[src/common/isa_pkg.sv]
package isa_pkg;

        typedef logic [15:0] instr_t;
        typedef logic [3:0]  opcode_t;
        typedef logic [3:0]  alu_op_t;
        typedef logic [1:0]  mem_op_t;

        // field positions inside instr_t
        localparam int OPC_LSB    = 12;
        localparam int RS_LSB     = 8;
        localparam int RT_LSB     = 4;
        localparam int RD_LSB     = 0;
        localparam int IMM_LSB    = 0;
        localparam int IMM_W      = 4;             // sign-extended where used
        localparam int TARGET_LSB = 0;
        localparam int TARGET_W   = 12;            // jump only, low bits reach the pc

        localparam opcode_t OPC_ADD  = 4'd0;
        localparam opcode_t OPC_ADDI = 4'd1;
        localparam opcode_t OPC_SUB  = 4'd2;
        localparam opcode_t OPC_SUBI = 4'd3;
        localparam opcode_t OPC_NOT  = 4'd4;
        localparam opcode_t OPC_AND  = 4'd5;
        localparam opcode_t OPC_OR   = 4'd6;
        localparam opcode_t OPC_NAND = 4'd7;
        localparam opcode_t OPC_NOR  = 4'd8;
        localparam opcode_t OPC_MOV  = 4'd9;
        localparam opcode_t OPC_LI   = 4'd10;
        localparam opcode_t OPC_LW   = 4'd11;
        localparam opcode_t OPC_SW   = 4'd12;
        localparam opcode_t OPC_BEQ  = 4'd13;
        localparam opcode_t OPC_BNE  = 4'd14;
        localparam opcode_t OPC_JUMP = 4'd15;

        localparam alu_op_t ALU_OP_ADD  = 4'd0;
        localparam alu_op_t ALU_OP_SUB  = 4'd1;
        localparam alu_op_t ALU_OP_NOT  = 4'd2;
        localparam alu_op_t ALU_OP_AND  = 4'd3;
        localparam alu_op_t ALU_OP_OR   = 4'd4;
        localparam alu_op_t ALU_OP_NAND = 4'd5;
        localparam alu_op_t ALU_OP_NOR  = 4'd6;
        localparam alu_op_t ALU_OP_MOV  = 4'd7;
        localparam alu_op_t ALU_OP_LI   = 4'd8;

        localparam mem_op_t MEM_OP_NOP   = 2'd0;
        localparam mem_op_t MEM_OP_READ  = 2'd1;
        localparam mem_op_t MEM_OP_WRITE = 2'd2;

endpackage

[src/common/core_pkg.sv]
package core_pkg;

        localparam int WORD_W      = 16;
        localparam int REG_IDX_W   = 4;
        localparam int PC_W        = 8;
        localparam int DMEM_ADDR_W = 8;

        localparam int IMEM_DEPTH  = 256;          // one instruction per pc value
        localparam int DMEM_DEPTH  = 256;
        localparam int REG_COUNT   = 16;

        typedef logic [WORD_W-1:0]      word_t;
        typedef logic [REG_IDX_W-1:0]   reg_idx_t;
        typedef logic [PC_W-1:0]        pc_t;
        typedef logic [DMEM_ADDR_W-1:0] dmem_addr_t;

endpackage
[src/rtl/alu.sv]
`timescale 1ns/1ps

module alu
        import core_pkg::*;
        import isa_pkg::*;
(
        input  alu_op_t alu_op,
        input  word_t   a,
        input  word_t   b,
        output word_t   result
);

        always_comb begin
                case (alu_op)
                        ALU_OP_ADD:  result = a + b;       // wraps at 16 bits
                        ALU_OP_SUB:  result = a - b;
                        ALU_OP_NOT:  result = ~a;
                        ALU_OP_AND:  result = a & b;
                        ALU_OP_OR:   result = a | b;
                        ALU_OP_NAND: result = ~(a & b);
                        ALU_OP_NOR:  result = ~(a | b);
                        ALU_OP_MOV:  result = a;
                        ALU_OP_LI:   result = b;           // immediate via operand b
                        default:     result = '0;
                endcase
        end

endmodule

[config.mk]
export PLATFORM = sky130hd
export DESIGN_NAME = alu
export DESIGN_NICKNAME = d
export VERILOG_FILES = /design/src/common/isa_pkg.sv /design/src/common/core_pkg.sv /design/src/rtl/alu.sv
export SDC_FILE = /design/constraint.sdc
export NUM_CORES = 1
export LEC_CHECK = 0
export ABC_AREA = 0
export BUFFER_PORTS_ARGS = -buffer_cell sky130_fd_sc_hd__buf_2
export CORE_MARGIN = 1
export CORE_UTILIZATION = 39
export DETAILED_ROUTE_END_ITERATION = 16
export SLEW_MARGIN = 20
export SYNTH_ARGS = -nofsm -noshare
export SYNTH_HDL_FRONTEND = slang
export SYNTH_SLANG_ARGS = --single-unit
[constraint.sdc]
create_clock -name vclk -period 6.74
set_input_delay 1.011 -clock vclk [all_inputs]
set_output_delay 1.011 -clock vclk [all_outputs]
set_load 0.01 [all_outputs]
==> out/results.ini <==
[status]
status = finished, final reports clean

[grt]
grt_pass1_vias = 2432
grt_max_degree = 57
grt.total_usage_pct = 22.52
overflow = 0
antenna_found_initial = 0
grt_pass1_wl_um = 11700

[cells_and_area]
clockBufferCount = 0
fill_cells = 620
drive_above_1_share_pct = 15.96
seq_cells = 0
finalNetCount = 458
final_cell_area_um2 = 2554
ff_latch_area_um2 = 0
synthToLayoutAreaGrowth_pct = 9.909
insertedDiodeCount = 0

[die]
fp.coreArea_um2 = 5608
pin_count = 52
initial_utilization_pct = 41.43
dieArea_um2 = 6270
rows = 27
die_height_um = 79.19
die_x_um = 79.19

[pwr]
ir_drop_v = 0.00004571
leakagePower_nw = 1.107
p_per_area_nw_per_um2 = 87.30

[placed_design]
port_buffers = 52
gp_routability_congestion = 0.9378
dpl_cell_area_um2 = 2554
dp_hpwl_um = 5185

[yosys]
synth_top_area_share_pct = 11.85
synth_nets = 434
synth_area_leaders = a21oi_1 (12%), ha_1 (9.7%), nand2_1 (7.8%)
yosys_warnings = 0
syn_inst = 379
yosysSeqAreaShare_pct = 0
syn-cell-area_um2 = 2323
synth_cell_types = 52
synth_top_area_cell = a21oi_1
postSynthAreaPerCell_um2 = 6.131

[route]
drtIter0Drc = 97
totalWireLength_um = 7058
first_pass_iters = 4
via_count = 2797
wl_per_cell_um = 14.92
drt-vias-per-instance = 5.913
drc = 0
ant_nets = 0

[cts]
postCtsSetupBuffers = 0
cts_hold_buf = 0
cts-resized-gates = 0

[timing]
worst_pin_slew_ps = 613.2
slew_violations = 0
relSlewSlack_pct = 59.12
rsz0062_at_grt = no
period_needed_ps = 5254
final.setup.tns_ps = 0
setup_violations = 0
min_period_over_period_pct = 77.95
final_hold_viol_count = 0
fmaxAchievable_mhz = 190.3

[worst_setup_path]
path_max_fanout = 23
crit_required_ps = 5730
cp.arrival_ps = 4240
crit_chain = buf_2, nor3_4, nand2_1, o21ai_0, xor2_1, ha_1, a21o_1, a2111oi_2, a211oi_1, o31ai_1, xor2_1, o21ai_1, buf_2
cp_slowest_stage_delay_ps = 420
cp-start-kind = input port
crit_type = in -> out
cp-end-kind = output port
critical_path.slowest_cell = nor3_4

[run]
max-cap-violations = 0

[min_path]
worstHoldPathType = in -> out

==> layer usage <==
metal	up-vias	wire length, um	track usage, %	share of wire, %
li1	1425	-	-	-
met1	1290	3533	33.22	50
met2	80	3183	38.02	45
met3	2	323	0.1149	4.6
met4	0	18	1.273	0.26
met5	-	0	0	0
==> path summary, 6_finish.rpt <==
kind	from	to	cells past startpoint
worst min-delay path	b[14]	result[14]	4
worst max-delay path	alu_op[3]	result[14]	13
==> placed cells by master (no fill, tap or decap), types with 2 or more instances in the layout <==
cell / instances
ha_1: 18
o21ai_1: 9
xnor2_1: 12
nand2b_1: 7
nor3_4: 2
o21a_1: 9
o211ai_1: 14
a21o_1: 3
xor2_1: 15
a211oi_1: 3
buf_4: 3
buf_2: 52
o31ai_1: 4
nand3_1: 9
nor2b_1: 3
a2bb2oi_1: 5
nand2_1: 48
o22ai_1: 4
or3_1: 2
a31oi_1: 8
a21oi_1: 55
o21ai_0: 33
o221ai_1: 4
nor2_1: 35
nor3_1: 5
mux2i_1: 9
inv_1: 8
==> cells by family after synthesis <==
kind of cell	Yosys count	share of synthesized area [%]
compound gates	161	42.27
mux	10	4.362
simple gates	118	24.18
xor+xnor	28	10.88
buf+inv	43	7.754
fa+ha+maj	19	10.55
==> through the flow <==
stage | std cells | setup WS [ps] | util (%) | hold WS (ps) | power (mW)
after detailed placement | 473 | 1567 | 45.54 | 2443 | 0.2202
after global routing | 473 | 1284 | 45.54 | 2483 | 0.2492
after floorplan | 379 | 2215 | - | 2195 | 0.1632
final | 473 | 1486 | 45.54 | 2448 | 0.2229
after CTS | 473 | 1543 | 45.54 | 2444 | 0.2217
after global placement | 473 | 1660 | 45.54 | 2451 | 0.2183
==> power breakdown <==
group	leakage, nW	internal (mW)	switching [mW]
Combinational	1.11	0.0903	0.133
Sequential	0	0	0
Clock	0	0	0
==> critical path: cells and delay by family <==
| kind | cells | cell delay (ps) |
|---|---|---|
| compound gates | 6 | 1410 |
| simple gates | 2 | 710 |
| fa+ha+maj | 1 | 310 |
| buf+inv | 2 | 420 |
| xor+xnor | 2 | 390 |
==> cell usage after synthesis (all sizes together) (2+ instances only) <==
master   number
a2111oi       2
buf          15
ha           18
inv           9
nand2b        7
o21ai        42
clkbuf       18
xor2         15
nand2        48
o221ai        4
nand3         9
o21a          9
a21o          3
a31oi         8
or3           2
o31ai         4
and2          2
a2bb2oi       5
mux2i         9
a211oi        3
nor2         35
nor3          7
xnor2        13
o211ai       14
a21oi        55
o22ai         4
nor2b         3
==> layout make-up <==
cell class	count	area, um2	area share (%)
Inverter	10	37.54	1.470
Tap cell	72	90.09	3.528
Timing Repair Buffer	55	282.8	11.07
Multi-Input combinational cell	336	2143	83.93
Power figures use the tool's default switching activity.
