--- src/common/isa_pkg.sv ---
package isa_pkg;

        typedef logic [15:0] instr_t;
        typedef logic [3:0]  opcode_t;
        typedef logic [3:0]  alu_op_t;
        typedef logic [1:0]  mem_op_t;

        // field positions inside instr_t
        localparam int OPC_LSB    = 12;
        localparam int RS_LSB     = 8;
        localparam int RT_LSB     = 4;
        localparam int RD_LSB     = 0;
        localparam int IMM_LSB    = 0;
        localparam int IMM_W      = 4;             // sign-extended where used
        localparam int TARGET_LSB = 0;
        localparam int TARGET_W   = 12;            // jump only, low bits reach the pc

        localparam opcode_t OPC_ADD  = 4'd0;
        localparam opcode_t OPC_ADDI = 4'd1;
        localparam opcode_t OPC_SUB  = 4'd2;
        localparam opcode_t OPC_SUBI = 4'd3;
        localparam opcode_t OPC_NOT  = 4'd4;
        localparam opcode_t OPC_AND  = 4'd5;
        localparam opcode_t OPC_OR   = 4'd6;
        localparam opcode_t OPC_NAND = 4'd7;
        localparam opcode_t OPC_NOR  = 4'd8;
        localparam opcode_t OPC_MOV  = 4'd9;
        localparam opcode_t OPC_LI   = 4'd10;
        localparam opcode_t OPC_LW   = 4'd11;
        localparam opcode_t OPC_SW   = 4'd12;
        localparam opcode_t OPC_BEQ  = 4'd13;
        localparam opcode_t OPC_BNE  = 4'd14;
        localparam opcode_t OPC_JUMP = 4'd15;

        localparam alu_op_t ALU_OP_ADD  = 4'd0;
        localparam alu_op_t ALU_OP_SUB  = 4'd1;
        localparam alu_op_t ALU_OP_NOT  = 4'd2;
        localparam alu_op_t ALU_OP_AND  = 4'd3;
        localparam alu_op_t ALU_OP_OR   = 4'd4;
        localparam alu_op_t ALU_OP_NAND = 4'd5;
        localparam alu_op_t ALU_OP_NOR  = 4'd6;
        localparam alu_op_t ALU_OP_MOV  = 4'd7;
        localparam alu_op_t ALU_OP_LI   = 4'd8;

        localparam mem_op_t MEM_OP_NOP   = 2'd0;
        localparam mem_op_t MEM_OP_READ  = 2'd1;
        localparam mem_op_t MEM_OP_WRITE = 2'd2;

endpackage

--- src/rtl/control_unit.sv ---
`timescale 1ns/1ps

module control_unit
        import isa_pkg::*;
(
        input  opcode_t opcode,
        output logic    reg_dst,
        output logic    alu_src,
        output logic    mem_to_reg,
        output logic    reg_write,
        output logic    beq,
        output logic    bne,
        output logic    jump,
        output alu_op_t alu_op,
        output mem_op_t mem_op
);

        always_comb begin
                reg_dst    = 1'b0;                 // rt is the default destination
                alu_src    = 1'b0;
                mem_to_reg = 1'b0;
                reg_write  = 1'b0;
                beq        = 1'b0;
                bne        = 1'b0;
                jump       = 1'b0;
                alu_op     = ALU_OP_ADD;
                mem_op     = MEM_OP_NOP;

                case (opcode)
                        OPC_ADD: begin
                                reg_dst   = 1'b1;
                                reg_write = 1'b1;
                        end
                        OPC_ADDI: begin
                                alu_src   = 1'b1;
                                reg_write = 1'b1;
                        end
                        OPC_SUB: begin
                                reg_dst   = 1'b1;
                                reg_write = 1'b1;
                                alu_op    = ALU_OP_SUB;
                        end
                        OPC_SUBI: begin
                                alu_src   = 1'b1;
                                reg_write = 1'b1;
                                alu_op    = ALU_OP_SUB;
                        end
                        OPC_NOT: begin
                                reg_dst   = 1'b1;
                                reg_write = 1'b1;
                                alu_op    = ALU_OP_NOT;
                        end
                        OPC_AND: begin
                                reg_dst   = 1'b1;
                                reg_write = 1'b1;
                                alu_op    = ALU_OP_AND;
                        end
                        OPC_OR: begin
                                reg_dst   = 1'b1;
                                reg_write = 1'b1;
                                alu_op    = ALU_OP_OR;
                        end
                        OPC_NAND: begin
                                reg_dst   = 1'b1;
                                reg_write = 1'b1;
                                alu_op    = ALU_OP_NAND;
                        end
                        OPC_NOR: begin
                                reg_dst   = 1'b1;
                                reg_write = 1'b1;
                                alu_op    = ALU_OP_NOR;
                        end
                        OPC_MOV: begin
                                reg_write = 1'b1;
                                alu_op    = ALU_OP_MOV;
                        end
                        OPC_LI: begin
                                alu_src   = 1'b1;
                                reg_write = 1'b1;
                                alu_op    = ALU_OP_LI;
                        end
                        OPC_LW: begin
                                alu_src    = 1'b1;         // rs + imm address
                                mem_to_reg = 1'b1;
                                reg_write  = 1'b1;
                                mem_op     = MEM_OP_READ;
                        end
                        OPC_SW: begin
                                alu_src = 1'b1;
                                mem_op  = MEM_OP_WRITE;
                        end
                        OPC_BEQ:  beq  = 1'b1;             // condition tested in fetch
                        OPC_BNE:  bne  = 1'b1;
                        OPC_JUMP: jump = 1'b1;
                endcase
        end

endmodule

--- config.mk ---
export PLATFORM = sky130hd
export DESIGN_NAME = control_unit
export DESIGN_NICKNAME = d
export VERILOG_FILES = /design/src/common/isa_pkg.sv /design/src/rtl/control_unit.sv
export SDC_FILE = /design/constraint.sdc
export NUM_CORES = 1
export LEC_CHECK = 0
export ABC_AREA = 1
export BUFFER_PORTS_ARGS = -buffer_cell sky130_fd_sc_hd__buf_2
export CELL_PAD_IN_SITES_DETAIL_PLACEMENT = 0
export CELL_PAD_IN_SITES_GLOBAL_PLACEMENT = 1
export CORE_AREA = 2 2 39 41
export DETAILED_ROUTE_END_ITERATION = 7
export DIE_AREA = 0 0 41 43
export PLACE_DENSITY_LB_ADDON = 0.3
export SYNTH_ARGS = -nofsm -noshare
export SYNTH_HDL_FRONTEND = slang
export SYNTH_SLANG_ARGS = --single-unit
--- constraint.sdc ---
create_clock -name vclk -period 1.5
set_clock_uncertainty 0.2 [all_clocks]
set_input_delay 0.15 -clock vclk [all_inputs]
set_output_delay 0.15 -clock vclk [all_outputs]
set_load 0.02 [all_outputs]
==> results.sh <==
export IMPL_slew_headroom_pct=87.4
export IMPL_nets=54
export IMPL_fmax_ghz=0.856
export IMPL_rsz0062_at_grt="false"
export IMPL_maxCapViolations=0
export IMPL_drtIter0Drc=5
export IMPL_hold_buffers=0
export IMPL_die_area_mm2=0.00176
export IMPL_synth_cell_types=13
export IMPL_min_period_ns=1.17
export IMPL_diodes=0
export IMPL_synthTopCellsByCount="nor2_1 (9), nand2_1 (8), nand3_1 (3)"
export IMPL_wl_per_cell_um=8.69
export IMPL_layout_core_utilization_pct=18.4
export IMPL_yosysTopAreaCell="nor2_1"
export IMPL_cts_resized=0
export IMPL_start_kind="input port"
export IMPL_syn2layout_area_growth_pct=44.7
export IMPL_drive_gt1_share_pct=47.9
export IMPL_routed_via_density=3.77
export IMPL_coreArea_mm2=0.00138
export IMPL_seq_cell_count=0
export IMPL_power_mw=0.0853
export IMPL_fin_crit_sh_pct=77.9
export IMPL_synth_area_top_cells="nor2_1 (19%), nand2_1 (17%), nand3_1 (8.5%)"
export IMPL_clkbuf_count=0
export IMPL_yosys_warnings=0
export IMPL_setup_viol=0
export IMPL_routabilityCongestion=0.688
export IMPL_syn_instance_count=34
export IMPL_grt_pass1_wl_um=855
export IMPL_path_delay_family="buffers and inverters"
export IMPL_timing_final_hold_violations=0
export IMPL_swShare_pct=68.1
export IMPL_grt_max_degree=11
export IMPL_nFillCells=176
export IMPL_outcome="finished, final reports clean"
export IMPL_required_ns=1.15
export IMPL_cp_slowest_cell="buf_2"
export IMPL_path_buf_inv=2
export IMPL_die_x_um=41
export IMPL_vdd_drop_max_mv=0.0528
export IMPL_slew_violations=0
export IMPL_syn_area_um2=176
export IMPL_vias=241
export IMPL_track_usage_pct=6.29
export IMPL_totalWireLength_um=556
export IMPL_post_cts_buffers=0
export IMPL_io_pins=17
export IMPL_seq_power_share_pct=0
export IMPL_num_rows=14
export IMPL_syn_num_nets=38
export IMPL_slowest_delay_ns=0.19
export IMPL_cp_arrival_ns=0.82
export IMPL_drc=0
export IMPL_yosysSeqAreaShare_pct=0
export IMPL_end_kind="primary output"
export IMPL_seqCellArea_um2=0
export IMPL_grt_overflow=0
export IMPL_crit_fanout=8
export IMPL_place_hpwl_um=468
export IMPL_hold_ws_ns=0.440
export IMPL_yosysMostFrequentCell="nor2_1"
export IMPL_power_leakage_nw=0.154
export IMPL_power_density_mw_per_mm2=334
export IMPL_dieHeight_um=43
export IMPL_internal_power_mw=0.0272
export IMPL_antenna_found_initial=0
export IMPL_power_frac_comb_pct=100.0
export IMPL_path_cells="buf_2 -> nor2_1 -> nand2_1 -> nand2_1 -> nor2_1 -> buf_2"
export IMPL_crit_type="in2out"
export IMPL_power_switching_mw=0.0581
export IMPL_power_clock_fraction_pct=0
export IMPL_min_path_type="in2out"
export IMPL_synth_top_cell_area_share_pct=19.1
export IMPL_port_buffers=17
export IMPL_initial_core_util_pct=12.7
export IMPL_grt_pass1_vias=193
export IMPL_antenna_left=0
export IMPL_avgSynthCellArea_um2=5.19
export IMPL_worstMarginPinSlew_ns=0.190
export IMPL_setup_tns_ns=0
export IMPL_dr_pass1_iters=3
cells in the final DEF (no fill, tap or decap), drive strengths merged:
master  synthesis  layout
nor3b           1       1
inv             3       3
o21a            1       1
buf             3      17
nor3            2       2
nor2           12      12
nand2           9       9
nand3           3       3
tightest hold or removal path, stage by stage:
cell	delay (ns)
buf_2	0.13
nor3_1	0.06
buf_2	0.15
worst paths after layout:
check / start / end / slack, ns / depth (start not counted)
hold / removal: opcode[0] / mem_op[1] / 0.44 / 3
setup / recovery: opcode[2] / alu_src / 0.33 / 6
metal layers:
layer  wire length (um)  global-route usage (%)
met5                  0                       0
met4                  0                       0
met3                 55                   0.524
met2                229                    10.3
met1                271                    9.18
cells by family (layout without fill, tap and decap cells):
family,after synthesis,after routing,share of synthesized area [%]
buffers and inverters,6,20,21.3
AOI/OAI and AO/OA,1,1,4.26
and+or+nand+nor,27,27,74.5
through the flow:
stage	cell area, um2	cells	setup slack, ns
after CTS	255	64	0.331
final	255	64	0.331
after global placement	255	64	0.335
after detailed placement	255	64	0.332
after floorplan	176	34	0.218
after global routing	255	64	0.248
layout make-up:
cell class                 count  area [um2]  area share [%]
tap                           16        20.0            7.84
timing repair buffer          17        85.1            33.3
multi-input combinational     28         139            54.4
inverter                       3        11.3            4.41
power by group through the flow:
stage               sequential (mW)  combinational, mW  clock (mW)
floorplan                         0             0.0623           0
global placement                  0             0.0865           0
detailed placement                0             0.0865           0
CTS                               0             0.0867           0
global route                      0             0.0953           0
finish                            0             0.0853           0
No activity file was read; power rests on OpenSTA's default activity.
