[src/common/core_pkg.sv]
package core_pkg;

        localparam int WORD_W      = 16;
        localparam int REG_IDX_W   = 4;
        localparam int PC_W        = 8;
        localparam int DMEM_ADDR_W = 8;

        localparam int IMEM_DEPTH  = 256;          // one instruction per pc value
        localparam int DMEM_DEPTH  = 256;
        localparam int REG_COUNT   = 16;

        typedef logic [WORD_W-1:0]      word_t;
        typedef logic [REG_IDX_W-1:0]   reg_idx_t;
        typedef logic [PC_W-1:0]        pc_t;
        typedef logic [DMEM_ADDR_W-1:0] dmem_addr_t;

endpackage
[src/rtl/reg_file.sv]
`timescale 1ns/1ps

module reg_file
        import core_pkg::*;
(
        input  logic     clk,
        input  logic     rst_n,
        input  logic     we,
        input  reg_idx_t ra,
        input  reg_idx_t rb,
        input  reg_idx_t wa,
        input  word_t    wd,
        output word_t    rda,
        output word_t    rdb
);

        word_t regs [REG_COUNT];

        assign rda = regs[ra];
        assign rdb = regs[rb];

        always_ff @(posedge clk or negedge rst_n) begin
                if (!rst_n) begin
                        for (int i = 0; i < REG_COUNT; i++) begin
                                regs[i] <= '0;
                        end
                end else if (we) begin
                        regs[wa] <= wd;                // r0 is a normal register
                end
        end

endmodule

[config.mk]
export PLATFORM = sky130hd
export DESIGN_NAME = reg_file
export DESIGN_NICKNAME = d
export VERILOG_FILES = /design/src/common/core_pkg.sv /design/src/rtl/reg_file.sv
export SDC_FILE = /design/constraint.sdc
export NUM_CORES = 1
export LEC_CHECK = 0
export BUFFER_PORTS_ARGS = -buffer_cell sky130_fd_sc_hd__buf_2
export CAP_MARGIN = 30
export CORE_MARGIN = 1.5
export CORE_UTILIZATION = 40
export CTS_BUF_LIST = sky130_fd_sc_hd__clkbuf_8 sky130_fd_sc_hd__clkbuf_16
export CTS_CLUSTER_DIAMETER = 150
export CTS_CLUSTER_SIZE = 40
export DETAILED_ROUTE_END_ITERATION = 10
export RECOVER_POWER = 25
export SYNTH_ARGS = -nofsm -noshare
export SYNTH_HDL_FRONTEND = slang
export SYNTH_SLANG_ARGS = --single-unit
[constraint.sdc]
create_clock -name clk -period 1.3 [get_ports clk]
set_clock_uncertainty 0.05 [all_clocks]
set_input_delay 0 -clock clk [delete_from_list [all_inputs] [get_ports clk]]
set_output_delay 0 -clock clk [all_outputs]
set_load 0.01 [all_outputs]
==> results.json, run 1 <==
{
  "run_status": "finished, violations left",
  "violations": "negative setup slack",
  "dr_total_vias": 8257,
  "synth_fa_ha_area_frac": 0,
  "synth_compound_area_frac": 0.0356,
  "syn-instance-count": 846,
  "cts_tree": "built",
  "root_buffer": "clkbuf_16",
  "slew_headroom": 0.472,
  "top_regs": "regs x256",
  "firstDrtPassIters": 5,
  "grt_pass1_wl_mm": 57.6,
  "yosysTopAreaCellShare": 0.474,
  "diodes": 0,
  "path_class": "reg2out",
  "tightest_slew_ns": 0.792,
  "hpwlAfterDp_mm": 25.4,
  "synth_top_family_by_area": "multiplexers",
  "num_io_pins": 63,
  "final_util": 0.480,
  "routed_wl_mm": 37.4,
  "timing.final.ws_setup_ns": -0.675,
  "yosys_warnings": 0,
  "synth_xor_area_frac": 0,
  "cp.arrival_ns": 1.92,
  "die_area_sq_um": 34900,
  "fin_crit_ns": 1.97,
  "ys_seq_elements": 256,
  "routabilityCongestion": 0.771,
  "coreArea_sq_um": 33400,
  "p_leak_nw": 6.70,
  "rrSetupSlack_ns": 0.24,
  "synth_nets": 877,
  "start_util": 0.405,
  "final_cell_area_sq_um": 16000,
  "io_buffers": 62,
  "viasPerCell": 5.73,
  "cts_buffers": 10,
  "placementRows": 67,
  "drive_above_1_share": 0.642,
  "die_w_um": 187,
  "max-cap-violations": 0,
  "worstSkewPairLatency_ns": 0.50,
  "cp.buffers_inverters": 1,
  "reg2reg_depth": 3,
  "crit_chain": "mux4_2, a22oi_2, nand2_2, buf_6",
  "finalCritPeriodShare": 1.52,
  "crit_path_max_fanout": 3,
  "hold_depth": 5,
  "fin_nets": 1024,
  "largest-register": "regs",
  "wire_per_inst_um": 25.9,
  "dp.cells": 1402,
  "die_y_um": 187,
  "power_density_nw_per_um2": 1350,
  "rsz0062_at_grt": "yes",
  "yosysSeqAreaShare": 0.474,
  "grt_max_degree": 46,
  "finalNonFillerCells": 1441,
  "place_area_sq_um": 15300,
  "grt_util_all_layers": 0.219,
  "worst_setup_path_start_kind": "flip-flop",
  "largest_reg_flops": 256,
  "grt_pass1_vias": 8944,
  "ys_top_cells_by_area": "dfrtp_1 47%, mux4_2 21%, mux2_2 20%",
  "synth_mux_area_frac": 0.432,
  "place_ws_ns": -0.318,
  "endpoint_kind": "primary output",
  "cts_max_level": 1,
  "min-delay-start": "we",
  "clk_pin_slew_ns": 0.14,
  "reg2reg_to": "regs[192]",
  "clockBufferDepth": 3,
  "antenna_found_initial": 1,
  "drt-initial-drc-count": 576,
  "cp_slowest_cell": "mux4_2",
  "synth_simple_gate_area_frac": 0.0266,
  "syn_avg_cell_area_sq_um": 16.0,
  "grt_overflow": 0,
  "setup_viol": 227,
  "critPathTopFamily": "multiplexers",
  "min_path_type": "in2reg",
  "finalHoldViolCount": 0,
  "area_delta_synth_final_pct": 18.5,
  "yosys.cell_types.count": 23,
  "synth.largest_area_cell": "dfrtp_1",
  "clock.fmax_mhz": 506,
  "ir_drop_v": 0.000932,
  "worstPathRequired_ns": 1.25,
  "ant_nets": 0,
  "cpPeakStageDelay_ns": 0.56,
  "regToRegStartpoint": "regs[192]",
  "syn_area_sq_um": 13500,
  "fin_setup_tns_ns": -35.16,
  "drt_drc_violations_left": 0,
  "maxSlewViolCount": 0,
  "holdPathEnd": "regs[109]",
  "cts_sinks": 256
}
==> synthesized netlist by cell type <==
| cell | n |
|---|---|
| a22oi_1 | 64 |
| and2_1 | 2 |
| buf_1 | 7 |
| buf_12 | 2 |
| buf_2 | 21 |
| buf_4 | 4 |
| buf_6 | 7 |
| clkbuf_1 | 37 |
| dfrtp_1 | 256 |
| mux2_2 | 236 |
| mux2_4 | 20 |
| mux4_2 | 128 |
| nand2_1 | 33 |
| nand2_2 | 1 |
| nand2b_1 | 3 |
| nand3_1 | 1 |
| nand3b_2 | 2 |
| nand3b_4 | 2 |
| nor2_1 | 3 |
| nor2_2 | 9 |
| nor2b_1 | 5 |
| nor3b_4 | 1 |
| or3_1 | 2 |
==> placed cells by master (no fill, tap or decap), types with 2 or more instances in the layout <==
| cell | n |
|---|---|
| nand2b_1 | 3 |
| buf_6 | 5 |
| mux2_1 | 8 |
| clkbuf_16 | 11 |
| nor2b_2 | 4 |
| dlygate4sd3_1 | 18 |
| a22oi_2 | 46 |
| nand2_1 | 29 |
| nand3b_2 | 2 |
| buf_12 | 28 |
| mux2_4 | 12 |
| nor2_2 | 10 |
| and2_1 | 2 |
| nand2_4 | 2 |
| dfrtp_1 | 256 |
| nand2_2 | 3 |
| clkbuf_2 | 7 |
| buf_4 | 87 |
| nor2_1 | 2 |
| clkbuf_1 | 13 |
| a22oi_1 | 18 |
| mux4_2 | 128 |
| mux2_2 | 236 |
| or3_1 | 2 |
| buf_2 | 53 |
==> power by group <==
group	leakage (nW)	internal, mW	total, mW	switching (mW)
clock network	0.147	1.58	4.11	2.53
logic	3.41	4.03	6.45	2.42
registers	3.14	9.81	11.1	1.29
==> timing repair <==
item | 4_1_cts | 5_1_grt
setup buffers | 8 | 3
hold endpoints to repair | 512 | 0
hold buffers | 18 | 0
pin swaps | 61 | 4
resized for setup | 42 | 17
setup endpoints to repair | 32 | 37
==> metal layers <==
metal  vias up  share of wire  track usage
li1       3574              -            -
met1      4462           0.45        0.306
met2       176           0.49        0.365
met3        43          0.041       0.0322
met4         2          0.020       0.0456
met5         -        0.00032            0
==> area by class of cell <==
type                    count  area, sq um
clock inverters             1         30.0
multi-input cells         512         6890
repair buffers            213         1840
well taps                 448          561
flip-flops and latches    256         6410
fillers                  2930        17400
clock buffers              11          275
==> cell families after synthesis <==
group,count (synthesis)
buf+inv,78
compound gates,64
mux,384
flops,256
simple gates,64
==> per-stage QoR <==
stage	hold slack (ns)	power, mW
5_1_grt	0.136	22.8
3_3_place_gp	-0.0980	17.1
6_report	0.135	21.7
3_5_place_dp	-0.0939	17.3
4_1_cts	0.137	21.8
2_1_floorplan	-0.346	15.2
==> worst register-to-register path: cells and delay by family (launching register included) <==
kind / cells / cell delay [ns]
flops: 1 / 0.41
mux: 1 / 0.24
buf+inv: 2 / 0.26
==> how the worst max path moves through the flow <==
stage,to,start,slack [ns],depth (start not counted)
6_report,rda[14],regs[206],-0.67,4
5_1_grt,rda[14],regs[206],-0.73,4
2_1_floorplan,rda[10],ra[0],0.008,5
3_3_place_gp,rda[12],ra[3],-0.33,6
3_5_place_dp,rdb[14],rb[0],-0.32,7
4_1_cts,rdb[14],regs[206],-0.69,4
No activity file was read; power rests on OpenSTA's default activity.
==> inputs of run 2 (changes only) <==
- GPL_TIMING_DRIVEN: default -> 0
==> run 2 against run 1 <==
Compared with the run above:
- the run ends with negative hold slack, max-capacitance violations, max-slew violations, negative setup slack left
- worst hold slack got worse by 0.30 ns
- critical path depth rose by 2
- combinational power fell by 4.8%
- highest routed layer is now met4
- cell count fell by 4.0%
- sequential share of layout area rose by 2.1 points
- maximum frequency fell by 5.0%
==> results.json, run 2 (synthesis results as in run 1) <==
{
  "dr_total_vias": 8160,
  "drt_drc_violations_left": 0,
  "grt_pass1_vias": 8697,
  "layout_common_cells": "256 x dfrtp_1, 236 x mux2_2, 128 x mux4_2",
  "die_area_sq_um": 34900,
  "p_seq_frac": 0.518,
  "crit_path_max_fanout": 10,
  "dp.cells": 1354,
  "top_regs": "regs x256",
  "cts_buffers": 10,
  "io_buffers": 58,
  "crit_path_start": "rb[1]",
  "endpoint_kind": "primary output",
  "intPower_mw": 15.1,
  "worstSkewPairLatency_ns": 0.49,
  "endpoint": "rdb[5]",
  "p_comb_frac": 0.287,
  "tightest_slew_ns": 1.63,
  "holdWs_ns": -0.168,
  "diodes": 0,
  "drt-initial-drc-count": 616,
  "viasPerCell": 5.90,
  "die_w_um": 187,
  "firstDrtPassIters": 4,
  "rrSetupSlack_ns": 0.37,
  "antenna_found_initial": 0,
  "start_util": 0.405,
  "fin_crit_ns": 2.08,
  "cp.buffers_inverters": 3,
  "largest_reg_flops": 256,
  "grt_overflow": 0,
  "wire_per_inst_um": 26.2,
  "setup_viol": 111,
  "maxSlewViolCount": 62,
  "max-cap-violations": 1,
  "grt_max_degree": 118,
  "root_buffer": "clkbuf_16",
  "critPathTopFamily": "buffers and inverters",
  "die_y_um": 187,
  "cts_max_level": 1,
  "reg2reg_depth": 2,
  "fin_nets": 966,
  "fin_setup_tns_ns": -42.17,
  "run_status": "finished, violations left",
  "finalHoldViolCount": 61,
  "clockBufferDepth": 3,
  "slew_headroom": -0.0882,
  "cts_sinks": 256,
  "ir_drop_v": 0.000816,
  "clock_power_share": 0.195,
  "min_path_type": "in2async",
  "cp.arrival_ns": 2.03,
  "ant_nets": 0,
  "num_io_pins": 63,
  "worst_setup_path_start_kind": "input port",
  "p_leak_nw": 6.31,
  "finalNonFillerCells": 1383,
  "largest-register": "regs",
  "hpwlAfterDp_mm": 24.9,
  "cp_slowest_cell": "clkbuf_1",
  "coreArea_sq_um": 33400,
  "timing.final.ws_setup_ns": -0.779,
  "routed_wl_mm": 36.2,
  "placementRows": 67,
  "reg2reg_to": "regs[70]",
  "hold_buffers": 16,
  "rsz0062_at_grt": "yes",
  "switching_power_mw": 6.26,
  "final_common_cell": "dfrtp_1",
  "cp.depth": 6,
  "crit_chain": "clkbuf_1, clkbuf_2, mux4_2, a22oi_2, nand2_1, buf_2",
  "fillers": 3036,
  "power_density_nw_per_um2": 1410,
  "area_delta_synth_final_pct": 12.6,
  "routabilityCongestion": 0.782,
  "path_class": "in2out",
  "netSwitchingFraction": 0.293,
  "drive_above_1_share": 0.607,
  "clk_pin_slew_ns": 0.15,
  "cpPeakStageDelay_ns": 0.52,
  "grt_pass1_wl_mm": 55.3,
  "clock.fmax_mhz": 481,
  "worstPathRequired_ns": 1.25,
  "violations": "negative hold slack, max-capacitance violations, max-slew violations, negative setup slack",
  "cts_tree": "built",
  "finalCritPeriodShare": 1.60,
  "grt_util_all_layers": 0.212,
  "regToRegStartpoint": "regs[70]"
}
run 2: timing repair:
item / in CTS / in global routing
endpoints found under the hold margin: 273 / 113
buffers inserted: 1 / 0
pin swaps: 55 / 1
endpoints found under the setup margin: 44 / 44
resized for setup: 57 / 11
run 2: worst min-delay path by stage:
stage           endpoint   start  slack (ns)
6_report       regs[232]   rst_n       -0.17
3_5_place_dp   regs[232]   rst_n       -0.07
2_1_floorplan    regs[0]   rst_n       -0.35
5_1_grt        regs[232]   rst_n       -0.03
4_1_cts        regs[248]   rst_n       -0.63
3_3_place_gp    regs[78]  wd[14]        0.29
run 2: cell type report:
type / count / area (sq um) / area share
buffer: 78 / 467 / 0.0307
clock buffer: 11 / 275 / 0.0181
sequential: 256 / 6410 / 0.421
timing repair buffer: 77 / 544 / 0.0358
tap: 448 / 561 / 0.0369
multi-input combinational: 512 / 6930 / 0.455
clock inverter: 1 / 30.0 / 0.00197
run 2: per-layer routing:
metal / wire, um / share of wire / global-route usage / vias to the layer above
li1: - / - / - / 3468
met1: 16800 / 0.46 / 0.309 / 4439
met2: 17100 / 0.47 / 0.337 / 190
met3: 1410 / 0.039 / 0.0256 / 63
met4: 926 / 0.026 / 0.0592 / 0
met5: 0 / 0 / 0 / -
run 2: power by group through the flow:
| stage | clock, mW | sequential [mW] | combinational, mW |
|---|---|---|---|
| 2_1_floorplan | 0 | 10.8 | 4.39 |
| 3_3_place_gp | 0 | 11.1 | 5.65 |
| 3_5_place_dp | 0 | 11.2 | 5.80 |
| 4_1_cts | 4.32 | 11.1 | 6.14 |
| 5_1_grt | 4.54 | 11.4 | 6.57 |
| 6_report | 4.17 | 11.1 | 6.14 |
run 2: through the flow:
step / power (mW) / instance area, sq um / util / setup WS, ns
finish: 21.4 / 15200 / 0.456 / -0.779
CTS: 21.5 / 15200 / 0.455 / -0.736
detailed placement: 17.0 / 14500 / 0.433 / -1.05
floorplan: 15.2 / 13500 / - / 0.00761
global route: 22.5 / 15200 / 0.456 / -0.814
global placement: 16.8 / 14400 / 0.431 / -4.62
